==> src/tti_pkg.sv <==
// Shared sizes, CSR addresses and types for the I3C target transaction interface
// Imported by every TTI module and by the testbench
`default_nettype none

package tti_pkg;

  // Queue geometry
  localparam int unsigned TtiDataWidth = 32;
  localparam int unsigned TtiDepth = 8;
  localparam int unsigned TtiCntWidth = 4;
  localparam int unsigned TtiPtrWidth = $clog2(TtiDepth);

  // CSR space
  localparam int unsigned TtiAddrWidth = 3;
  localparam int unsigned ThldFieldWidth = 8;

  localparam logic [TtiAddrWidth-1:0] AddrRxDescPort = 3'd0;
  localparam logic [TtiAddrWidth-1:0] AddrRxDataPort = 3'd1;
  localparam logic [TtiAddrWidth-1:0] AddrTxDescPort = 3'd2;
  localparam logic [TtiAddrWidth-1:0] AddrTxDataPort = 3'd3;
  localparam logic [TtiAddrWidth-1:0] AddrThldCtrl = 3'd4;

  typedef struct packed {
    logic                    req;
    logic                    we;
    logic [TtiAddrWidth-1:0] addr;
    logic [TtiDataWidth-1:0] wdata;
  } csr_req_t;

  typedef struct packed {
    logic                    ack;
    logic [TtiDataWidth-1:0] rdata;
  } csr_rsp_t;

  typedef struct packed {
    logic                   full;
    logic                   empty;
    logic                   thld_flag;
    logic [TtiCntWidth-1:0] count;
  } queue_status_t;

  // Threshold control word, written raw and read back per field
  typedef union packed {
    logic [TtiDataWidth-1:0] raw;
    struct packed {
      logic [ThldFieldWidth-1:0] rx_desc_thld;
      logic [ThldFieldWidth-1:0] tx_desc_thld;
      logic [ThldFieldWidth-1:0] rx_data_thld;
      logic [ThldFieldWidth-1:0] tx_data_thld;
    } fld;
  } thld_ctrl_u;

  typedef enum logic [1:0] {
    QSelRxDesc = 2'd0,
    QSelRxData = 2'd1,
    QSelTxDesc = 2'd2,
    QSelTxData = 2'd3
  } q_sel_e;

endpackage : tti_pkg

`default_nettype wire

==> src/tti_csr_decode.sv <==
// CSR access decode for the TTI queues
// Turns one register request into queue strobes and owns the threshold register
`timescale 1ns/1ps
`default_nettype none

module tti_csr_decode (
  input  logic                 clk_i,
  input  logic                 rst_n_i,
  input  tti_pkg::csr_req_t    csr_req_i,
  input  logic                 rx_desc_empty_i,
  input  logic                 rx_data_empty_i,
  input  logic                 tx_desc_full_i,
  input  logic                 tx_data_full_i,
  output logic                 pop_rx_desc_o,
  output logic                 pop_rx_data_o,
  output logic                 push_tx_desc_o,
  output logic                 push_tx_data_o,
  output tti_pkg::q_sel_e      rd_sel_o,
  output logic                 rd_thld_o,
  output logic                 rd_valid_o,
  output tti_pkg::thld_ctrl_u  thld_ctrl_o
);
  import tti_pkg::*;

  logic       rd_req;
  logic       wr_req;
  thld_ctrl_u thld_q;

  assign rd_req = csr_req_i.req && !csr_req_i.we;
  assign wr_req = csr_req_i.req && csr_req_i.we;

  // Port reads pop only when there is something to return
  assign pop_rx_desc_o = rd_req && (csr_req_i.addr == AddrRxDescPort) && !rx_desc_empty_i;
  assign pop_rx_data_o = rd_req && (csr_req_i.addr == AddrRxDataPort) && !rx_data_empty_i;

  // Writes to a full queue are dropped here
  assign push_tx_desc_o = wr_req && (csr_req_i.addr == AddrTxDescPort) && !tx_desc_full_i;
  assign push_tx_data_o = wr_req && (csr_req_i.addr == AddrTxDataPort) && !tx_data_full_i;

  assign rd_valid_o = pop_rx_desc_o || pop_rx_data_o;
  assign rd_sel_o = (csr_req_i.addr == AddrRxDataPort) ? QSelRxData : QSelRxDesc;
  assign rd_thld_o = rd_req && (csr_req_i.addr == AddrThldCtrl);

  always_ff @(posedge clk_i) begin
    if (!rst_n_i) begin
      thld_q <= '0;
    end else if (wr_req && (csr_req_i.addr == AddrThldCtrl)) begin
      thld_q.raw <= csr_req_i.wdata;
    end
  end

  assign thld_ctrl_o = thld_q;

  strobe_onehot_a : assert property (
    @(posedge clk_i) disable iff (!rst_n_i)
    $onehot0({pop_rx_desc_o, pop_rx_data_o, push_tx_desc_o, push_tx_data_o})
  ) else $error("more than one queue strobe in one cycle");

endmodule : tti_csr_decode

`default_nettype wire

==> src/tti_queue.sv <==
// Single TTI queue, a circular buffer with push and pop ports
// Reports fill count, full, empty and a threshold flag in either direction
`timescale 1ns/1ps
`default_nettype none

module tti_queue (
  input  logic                             clk_i,
  input  logic                             rst_n_i,
  input  logic                             push_i,
  input  logic [tti_pkg::TtiDataWidth-1:0] push_data_i,
  input  logic                             pop_i,
  input  logic [tti_pkg::TtiCntWidth-1:0]  thld_i,
  input  logic                             thld_below_i,
  output logic [tti_pkg::TtiDataWidth-1:0] head_o,
  output tti_pkg::queue_status_t           status_o
);
  import tti_pkg::*;

  logic [TtiDataWidth-1:0] mem_q [TtiDepth];
  logic [TtiPtrWidth-1:0]  wr_ptr_q;
  logic [TtiPtrWidth-1:0]  rd_ptr_q;
  logic [TtiCntWidth-1:0]  count_q;
  logic                    full;
  logic                    empty;
  logic                    do_push;
  logic                    do_pop;

  assign full = (count_q == TtiCntWidth'(TtiDepth));
  assign empty = (count_q == '0);

  assign do_push = push_i && !full;
  assign do_pop = pop_i && !empty;

  always_ff @(posedge clk_i) begin
    if (do_push) begin
      mem_q[wr_ptr_q] <= push_data_i;
    end
  end

  // Pointers wrap naturally since the depth is a power of two
  always_ff @(posedge clk_i) begin
    if (!rst_n_i) begin
      wr_ptr_q <= '0;
      rd_ptr_q <= '0;
      count_q <= '0;
    end else begin
      if (do_push) begin
        wr_ptr_q <= wr_ptr_q + 1'b1;
      end
      if (do_pop) begin
        rd_ptr_q <= rd_ptr_q + 1'b1;
      end
      count_q <= count_q + TtiCntWidth'(do_push) - TtiCntWidth'(do_pop);
    end
  end

  assign head_o = mem_q[rd_ptr_q];

  assign status_o.full = full;
  assign status_o.empty = empty;
  // TX queues flag a shortfall, RX queues flag a fill level reached
  assign status_o.thld_flag = thld_below_i ? (count_q < thld_i) : (count_q >= thld_i);
  assign status_o.count = count_q;

  no_push_full_a : assert property (
    @(posedge clk_i) disable iff (!rst_n_i) push_i |-> !full
  ) else $error("push into a full queue");

  no_pop_empty_a : assert property (
    @(posedge clk_i) disable iff (!rst_n_i) pop_i |-> !empty
  ) else $error("pop from an empty queue");

  count_bound_a : assert property (
    @(posedge clk_i) disable iff (!rst_n_i) count_q <= TtiCntWidth'(TtiDepth)
  ) else $error("queue count above depth");

endmodule : tti_queue

`default_nettype wire

==> src/tti_csr_resp.sv <==
// CSR response stage for the TTI block
// Acknowledges every request one cycle later with the popped or register data
`timescale 1ns/1ps
`default_nettype none

module tti_csr_resp (
  input  logic                             clk_i,
  input  logic                             rst_n_i,
  input  logic                             req_i,
  input  logic                             rd_valid_i,
  input  tti_pkg::q_sel_e                  rd_sel_i,
  input  logic                             rd_thld_i,
  input  logic [tti_pkg::TtiDataWidth-1:0] rx_desc_head_i,
  input  logic [tti_pkg::TtiDataWidth-1:0] rx_data_head_i,
  input  tti_pkg::thld_ctrl_u              thld_ctrl_i,
  output tti_pkg::csr_rsp_t                csr_rsp_o
);
  import tti_pkg::*;

  logic                    ack_q;
  logic [TtiDataWidth-1:0] rdata_d;
  logic [TtiDataWidth-1:0] rdata_q;

  // Head is sampled at the same edge that pops it
  always_comb begin
    rdata_d = '0;
    if (rd_thld_i) begin
      rdata_d = thld_ctrl_i.raw;
    end else if (rd_valid_i) begin
      rdata_d = (rd_sel_i == QSelRxData) ? rx_data_head_i : rx_desc_head_i;
    end
  end

  always_ff @(posedge clk_i) begin
    if (!rst_n_i) begin
      ack_q <= 1'b0;
    end else begin
      ack_q <= req_i;
    end
  end

  always_ff @(posedge clk_i) begin
    rdata_q <= rdata_d;
  end

  assign csr_rsp_o.ack = ack_q;
  assign csr_rsp_o.rdata = ack_q ? rdata_q : '0;

  // Back-to-back acks need back-to-back requests
  ack_follows_req_a : assert property (
    @(posedge clk_i) disable iff (!rst_n_i)
    (csr_rsp_o.ack && $past(csr_rsp_o.ack)) |-> ($past(req_i) && $past(req_i, 2))
  ) else $error("ack held without matching requests");

endmodule : tti_csr_resp

`default_nettype wire

==> src/tti.sv <==
// I3C target transaction interface with RX and TX descriptor and data queues
// Software uses the CSR strobe port, the bus engine uses valid/ready pairs
`timescale 1ns/1ps
`default_nettype none

module tti (
  input  logic                             clk_i,
  input  logic                             rst_n_i,
  input  tti_pkg::csr_req_t                csr_req_i,
  output tti_pkg::csr_rsp_t                csr_rsp_o,
  input  logic                             rx_desc_wvalid_i,
  output logic                             rx_desc_wready_o,
  input  logic [tti_pkg::TtiDataWidth-1:0] rx_desc_wdata_i,
  input  logic                             rx_data_wvalid_i,
  output logic                             rx_data_wready_o,
  input  logic [tti_pkg::TtiDataWidth-1:0] rx_data_wdata_i,
  output logic                             tx_desc_rvalid_o,
  input  logic                             tx_desc_rready_i,
  output logic [tti_pkg::TtiDataWidth-1:0] tx_desc_rdata_o,
  output logic                             tx_data_rvalid_o,
  input  logic                             tx_data_rready_i,
  output logic [tti_pkg::TtiDataWidth-1:0] tx_data_rdata_o,
  output tti_pkg::queue_status_t           rx_desc_status_o,
  output tti_pkg::queue_status_t           rx_data_status_o,
  output tti_pkg::queue_status_t           tx_desc_status_o,
  output tti_pkg::queue_status_t           tx_data_status_o,
  output tti_pkg::thld_ctrl_u              thld_ctrl_o
);
  import tti_pkg::*;

  logic                    pop_rx_desc;
  logic                    pop_rx_data;
  logic                    push_tx_desc;
  logic                    push_tx_data;
  q_sel_e                  rd_sel;
  logic                    rd_thld;
  logic                    rd_valid;
  logic [TtiDataWidth-1:0] rx_desc_head;
  logic [TtiDataWidth-1:0] rx_data_head;

  // Bus side handshakes
  assign rx_desc_wready_o = !rx_desc_status_o.full;
  assign rx_data_wready_o = !rx_data_status_o.full;
  assign tx_desc_rvalid_o = !tx_desc_status_o.empty;
  assign tx_data_rvalid_o = !tx_data_status_o.empty;

  tti_csr_decode csr_decode (
    .clk_i,
    .rst_n_i,
    .csr_req_i,
    .rx_desc_empty_i(rx_desc_status_o.empty),
    .rx_data_empty_i(rx_data_status_o.empty),
    .tx_desc_full_i (tx_desc_status_o.full),
    .tx_data_full_i (tx_data_status_o.full),
    .pop_rx_desc_o  (pop_rx_desc),
    .pop_rx_data_o  (pop_rx_data),
    .push_tx_desc_o (push_tx_desc),
    .push_tx_data_o (push_tx_data),
    .rd_sel_o       (rd_sel),
    .rd_thld_o      (rd_thld),
    .rd_valid_o     (rd_valid),
    .thld_ctrl_o
  );

  tti_queue rx_desc_queue (
    .clk_i,
    .rst_n_i,
    .push_i      (rx_desc_wvalid_i && rx_desc_wready_o),
    .push_data_i (rx_desc_wdata_i),
    .pop_i       (pop_rx_desc),
    .thld_i      (thld_ctrl_o.fld.rx_desc_thld[TtiCntWidth-1:0]),
    .thld_below_i(1'b0),
    .head_o      (rx_desc_head),
    .status_o    (rx_desc_status_o)
  );

  tti_queue rx_data_queue (
    .clk_i,
    .rst_n_i,
    .push_i      (rx_data_wvalid_i && rx_data_wready_o),
    .push_data_i (rx_data_wdata_i),
    .pop_i       (pop_rx_data),
    .thld_i      (thld_ctrl_o.fld.rx_data_thld[TtiCntWidth-1:0]),
    .thld_below_i(1'b0),
    .head_o      (rx_data_head),
    .status_o    (rx_data_status_o)
  );

  tti_queue tx_desc_queue (
    .clk_i,
    .rst_n_i,
    .push_i      (push_tx_desc),
    .push_data_i (csr_req_i.wdata),
    .pop_i       (tx_desc_rvalid_o && tx_desc_rready_i),
    .thld_i      (thld_ctrl_o.fld.tx_desc_thld[TtiCntWidth-1:0]),
    .thld_below_i(1'b1),
    .head_o      (tx_desc_rdata_o),
    .status_o    (tx_desc_status_o)
  );

  tti_queue tx_data_queue (
    .clk_i,
    .rst_n_i,
    .push_i      (push_tx_data),
    .push_data_i (csr_req_i.wdata),
    .pop_i       (tx_data_rvalid_o && tx_data_rready_i),
    .thld_i      (thld_ctrl_o.fld.tx_data_thld[TtiCntWidth-1:0]),
    .thld_below_i(1'b1),
    .head_o      (tx_data_rdata_o),
    .status_o    (tx_data_status_o)
  );

  tti_csr_resp csr_resp (
    .clk_i,
    .rst_n_i,
    .req_i         (csr_req_i.req),
    .rd_valid_i    (rd_valid),
    .rd_sel_i      (rd_sel),
    .rd_thld_i     (rd_thld),
    .rx_desc_head_i(rx_desc_head),
    .rx_data_head_i(rx_data_head),
    .thld_ctrl_i   (thld_ctrl_o),
    .csr_rsp_o
  );

endmodule : tti

`default_nettype wire

==> config.mk <==
export PLATFORM = sky130hd
export DESIGN_NAME = tti
export DESIGN_NICKNAME = d
export VERILOG_FILES = /design/src/tti_pkg.sv /design/src/tti_csr_decode.sv /design/src/tti_queue.sv /design/src/tti_csr_resp.sv /design/src/tti.sv
export SDC_FILE = /design/constraint.sdc
export NUM_CORES = 1
export LEC_CHECK = 0
export ABC_CLOCK_PERIOD_IN_PS = 14450
export BUFFER_PORTS_ARGS = -buffer_cell sky130_fd_sc_hd__buf_4
export CAP_MARGIN = 20
export CORE_MARGIN = 4
export CORE_UTILIZATION = 60
export DETAILED_ROUTE_END_ITERATION = 7
export PLACE_DENSITY = 0.79
export SLEW_MARGIN = 40
export SYNTH_ARGS = -nofsm -noshare
export SYNTH_HDL_FRONTEND = slang
export SYNTH_SLANG_ARGS = --single-unit
==> constraint.sdc <==
create_clock -name clk_i -period 14.45 [get_ports clk_i]
set_input_delay 2.89 -clock clk_i [delete_from_list [all_inputs] [get_ports clk_i]]
set_output_delay 2.89 -clock clk_i [all_outputs]
set_load 0.005 [all_outputs]
Word level (Yosys, flattened, before mapping)
Memory sizes are Yosys's and may differ from the RTL's. A register that Yosys moved wholly into a read port is not among the register bits. Index checks and enable logic that the tools add are counted.

Logic and storage cells: 108. Output and inout port bits: 161. Flip-flop bits (word level): 105. Memories kept: 4. Bits in latches: 0. RAM bits: 1024. Input port bits: 107. Memory bits (read-only): 0.

Memory list: rx_data_queue.mem_q (words 8, bits a word 32, read ports 1, clocked after memory_dff 1, wr ports 1, RTL line tti_queue.sv:19) `logic [TtiDataWidth-1:0] mem_q [TtiDepth];`; rx_desc_queue.mem_q (words 8, bits a word 32, read ports 1, clocked after memory_dff 1, wr ports 1, RTL line tti_queue.sv:19); tx_data_queue.mem_q (words 8, bits a word 32, read ports 1, clocked after memory_dff 1, wr ports 1, RTL line tti_queue.sv:19); tx_desc_queue.mem_q (words 8, bits a word 32, read ports 1, clocked after memory_dff 1, wr ports 1, RTL line tti_queue.sv:19).

Multipliers: 0. Bitwise gates (word level): 0. Reduce and logical (&&, ||, !) cells: 39. Order comparisons: 4. Shift operators: 0. Muxes and demuxes: 21. Equality and inequality tests: 9. Div/mod/pow operators: 0. Add/sub/neg operators: 16.

Operators by type and width (number): 32-bit 2-to-1 mux (4); 3-bit by 1-bit adder with 3-bit output, second input constant (8); 1-bit logical AND (24); 3-bit 2-to-1 mux (8); 4-bit by 1-bit adder with 4-bit output (4); 4-bit equality test, second input constant (4); 4-bit zero test (4); 4-bit by 1-bit subtractor with 4-bit output (4); 1-bit zero test (9); 1-bit 2-to-1 mux (9); 4-bit >= comparator (2); 4-bit less-than comparator (2); 3-bit by 2-bit equality test with 1-bit output, second input constant (2); 3-bit by 1-bit equality test with 1-bit output, second input constant (1); 3-bit equality test, second input constant (1); 3-bit zero test (1); 1-bit equality test, second input constant (1); 1-bit logical OR (1).

Longest topological paths before layout
Depth in word-level cells: 7. Gate-level depth with buffers: 13. Mapped depth without buffers: 12.

By module
Synthesis repeated with hierarchy kept, for this count alone.

Cell total of the unflattened synthesis: 2192. Area total of the unflattened synthesis: 45278.4 um^2.

Modules (own cells, without submodules): tti_queue (cells an instance 462, area an instance 10562.6 um^2, seq. area each 7947.6 um^2, times used 4); tti_csr_resp (cells an instance 179, area an instance 1609.0 um^2, seq. area each 660.6 um^2, times used 1); tti_csr_decode (cells an instance 155, area an instance 1371.3 um^2, seq. area each 640.6 um^2, times used 1); tti (cells an instance 10, area an instance 47.5 um^2, seq. area each 0.0 um^2, times used 1).

Worst setup path before layout
No wires, ideal clock.

Kind: input-to-reg. Start point: input csr_req_i[32] in the netlist's numbering. End point: memory tx_desc_queue.mem_q[0][0] (enable). Data required time: 13.949 ns. Path slack: 7.280 ns. Stages on the path: 4. Data arrival time: 6.669 ns. Buffers on the path: 2. Cell sequence: buf_2 > or3_1 > clkbuf_1 > nor4_1.

Cells in the longest elaborated chain, start to end: 6.

Ends and longest elaborated chain: from (decl) (RTL line tti.sv:9) `input tti_pkg::csr_req_t csr_req_i,`; 3-bit by 2-bit equality test with 1-bit output (RTL line tti_csr_decode.sv:37) `assign push_tx_desc_o = wr_req && (csr_req_i.addr == AddrTxDescPort) && !tx_desc_full_i;`; 1-bit logical AND (2 in a row) (RTL line tti_csr_decode.sv:37); 1-bit logical AND (RTL line tti_queue.sv:31) `assign do_push = push_i && !full;`; 1-bit 2-to-1 mux (RTL line tti_queue.sv:35) `if (do_push) begin`; 1-bit 2-to-1 mux (implied by the code) (RTL line tti_queue.sv:36) `mem_q[wr_ptr_q] <= push_data_i;`; to (decl) (RTL line tti_queue.sv:19).

Every way passes these cells.

==> impl_metrics.py <==
metrics = {
    "place": {
        "place_ws_ps": 8825,
        "port_buffers": 267,
        "dp_cells": 3352,
        "dp_hpwl_microns": 61780,
        "gp_congestion": 0.8041,
    },
    "critical_path": {
        "crit_type": "reg2out",
        "cp-start-kind": "flip-flop",
        "crit_top_cell": "buf_4",
        "critPathSlowestCell": "dfxtp_4",
        "endpoint_kind": "output pin",
        "crit_required_ps": 11560,
        "cp_max_fo": 35,
        "cp_cell_sequence": "buf_4, mux4_2, mux2_2, buf_4",
        "cp_data_arrival_time_ps": 3160,
        "slowest_delay_ps": 740,
    },
    "clock_network": {
        "cts_tree": "done",
        "cts_sinks": 1141,
        "clk_pin_slew_ps": 60,
        "root_buffer": "clkbuf_16",
        "cts_buffer_depth": 3,
        "htreeDepth": 3,
        "cts_buffers": 108,
        "post-cts-setup-buffers": 0,
        "insertion_delay_ps": 670,
        "hold_buffers": 0,
        "ctsResizeCount": 0,
    },
    "timing": {
        "skew_ps": 25.04,
        "worstMarginPinSlew_ps": 893.7,
        "fin_crit_sh_pct": 41.88,
        "clock.fmax_ghz": 0.1652,
        "tns_ps": 0,
        "worst_slack_ps": 8398,
        "slew_viol_final": 0,
        "period_minus_slack_ps": 6052,
        "setup_violations": 0,
        "hold_ws_ps": 493.1,
        "slew-limit-headroom_pct": 40.42,
        "rsz0062_at_grt": "false",
        "final_hold_viol_count": 0,
    },
    "drt": {
        "detail-route-antenna-nets": 0,
        "post_drt_wl_per_cell_microns": 28.21,
        "drc": 0,
        "avgViaCountPerCell": 6.160,
        "firstDrtPassIters": 6,
        "vias": 21943,
        "drtIter0Drc": 2290,
        "finalWirelength_microns": 100500,
    },
    "global_routing": {
        "grt_max_degree": 78,
        "antenna_found_initial": 11,
        "grt_pass1_wl_microns": 147800,
        "grt_pass1_vias": 22564,
        "grt_usage_pct": 25.83,
        "overflow": 0,
    },
    "cells_and_area": {
        "drive_gt1_share_pct": 34.13,
        "area_delta_synth_final_pct": 15.45,
        "finalNetCount": 2660,
        "finalNonFillerCells": 3562,
    },
    "synth": {
        "synth_edf_count": 1024,
        "netlist_area_sq_mm": 0.04436,
        "ys_ff_latch": 1141,
        "synth-async-reset-ratio_pct": 0,
        "yosys_most_used_dff": "edfxtp_1",
        "synth.yosys.seq_area_share_pct": 74.60,
        "synth.area.top_cells": "edfxtp_1, mux4_2, dfxtp_1",
        "syn_avg_cell_area_sq_um": 20.16,
        "yosysUniqueCellTypes": 47,
        "synth_nets": 2357,
        "ys_warn_count": 0,
        "synth_top_area_share_pct": 69.32,
        "synthCells": 2200,
        "synth_top_area_cell": "edfxtp_1",
    },
    "power": {
        "p_switching_mw": 1.855,
        "pwr-share-clk_pct": 35.7,
        "pwr-share-comb_pct": 15.4,
        "p_int_mw": 5.905,
        "seq_power_share_pct": 48.9,
        "vdd_drop_max_mv": 0.09425,
        "finalPower_mw": 7.760,
        "power_density_mw_per_mm2": 151.5,
        "switching_share_pct": 23.90,
        "p_leak_nw": 16.64,
    },
    "hold_path": {
        "hold_path.class": "reg2reg",
    },
    "floorplan": {
        "chipWidth_microns": 279.9,
        "die_h_microns": 279.9,
        "dieArea_sq_mm": 0.07834,
        "io_pins": 268,
        "initial_core_util_pct": 60.70,
        "core_sq_mm": 0.07308,
        "rows": 99,
    },
    "flow_run": {
        "maxCapViolCount": 0,
    },
    "status": {
        "status": "completed",
    },
}
[per-stage QoR]
step	cell area, sq um	utilization, %
floorplan	44360	-
global placement	47510	65.01
detailed placement	47670	65.23
CTS	51180	70.02
global route	51200	70.05
finish	51210	70.07
[layer usage]
layer,wire length (microns),track usage (%)
met3,9747,7.042
met4,3795,9.916
met5,68,0
met2,49840,42.05
met1,37030,33.93
[kinds of logic (layout without fill, tap and decap cells)]
family,after synthesis,count (layout),share of synthesized area [%]
fa+ha+maj,50,50,1.478
mux,356,356,15.44
simple gates,297,297,3.577
other cells,0,7,0
xor+xnor,20,20,0.3949
flops,1141,1141,74.60
buf+inv,178,574,1.783
compound gates,158,158,2.728
[registers in the layout, indices dropped and copies added (netlist names), 4 cells and up, named ones only]
register / count
tx_desc_queue.count_q: 4
csr_resp.rdata_q: 32
rx_data_queue.mem_q: 256
rx_desc_queue.count_q: 4
rx_data_queue.count_q: 4
csr_decode.thld_ctrl_o: 32
tx_data_queue.mem_q: 256
tx_desc_queue.mem_q: 256
rx_desc_queue.mem_q: 256
tx_data_queue.count_q: 4
[layout make-up]
type | instances | area (sq um)
timing repair buffer | 319 | 2489
fill | 4414 | 21870
multi-input combinational | 881 | 10690
antenna | 7 | 17.52
inverter | 52 | 195.2
tap | 959 | 1200
clock buffer | 147 | 2980
sequential | 1141 | 33120
clock inverter | 56 | 521.8
[synth_stat cells (3+ instances only)]
library cell / instances
dfxtp_1: 117
nor2_1: 21
a21oi_2: 29
buf_2: 26
mux2i_1: 35
mux2_2: 65
nor3b_1: 3
nand3_1: 43
xnor2_1: 13
nand2_1: 82
a21o_1: 45
and2_1: 60
nand2b_1: 14
clkbuf_1: 67
a21oi_1: 8
ha_1: 46
inv_1: 52
a21boi_1: 31
or3b_2: 4
buf_1: 12
a21boi_0: 10
xor2_1: 7
nor3_1: 10
a211oi_1: 31
mux4_2: 256
edfxtp_1: 1024
buf_4: 18
buf_6: 3
nor2b_1: 40
fa_1: 4
[final timing paths]
kind	startpoint	cells past startpoint	endpoint	slack [ps]
max	flip-flop	4	tx_desc_rdata_o[2]	8400
min	csr_decode.thld_ctrl_o[6]$_SDFFE_PN0P_	2	csr_decode.thld_ctrl_o[6]$_SDFFE_PN0P_	490
max reg2reg	rx_desc_queue.count_q[2]$_SDFF_PN0_	7	rx_desc_queue.mem_q[2][22]$_DFFE_PP_	11330
min reg2reg	csr_decode.thld_ctrl_o[6]$_SDFFE_PN0P_	2	csr_decode.thld_ctrl_o[6]$_SDFFE_PN0P_	490
[cells in the final DEF, fill, tap and decap left out, types with 10 or more instances in the layout]
cell type / Yosys / final
clkbuf_16: 0 / 109
buf_4: 18 / 308
dfxtp_1: 117 / 106
mux4_2: 256 / 256
clkbuf_1: 67 / 27
a21boi_0: 10 / 10
clkinv_1: 0 / 17
edfxtp_1: 1024 / 1024
a21oi_2: 29 / 29
a21o_1: 45 / 45
a211oi_1: 31 / 31
nand3_1: 43 / 43
ha_1: 46 / 46
nand2_1: 82 / 82
xnor2_1: 13 / 13
nor2b_1: 40 / 39
clkinv_2: 0 / 22
a21boi_1: 31 / 31
mux2i_1: 35 / 35
clkbuf_8: 0 / 11
nand2b_1: 14 / 14
mux2_2: 65 / 65
nor2_4: 0 / 14
and2_1: 60 / 60
inv_1: 52 / 52
[critical path: cells and delay by family, from the launching register on]
kind	cells	cell delay (ps)
multiplexers	2	900
flip-flops	1	740
buffers and inverters	2	800
[power by group through the flow]
| stage | clock, mW | sequential, mW | combinational (mW) |
|---|---|---|---|
| after floorplan | 0 | 3.81 | 0.771 |
| after global routing | 2.96 | 3.81 | 1.29 |
| after global placement | 0 | 3.86 | 1.17 |
| after detailed placement | 0 | 3.87 | 1.20 |
| after CTS | 2.81 | 3.80 | 1.21 |
| final | 2.77 | 3.80 | 1.19 |
No activity file was read; power rests on OpenSTA's default activity.
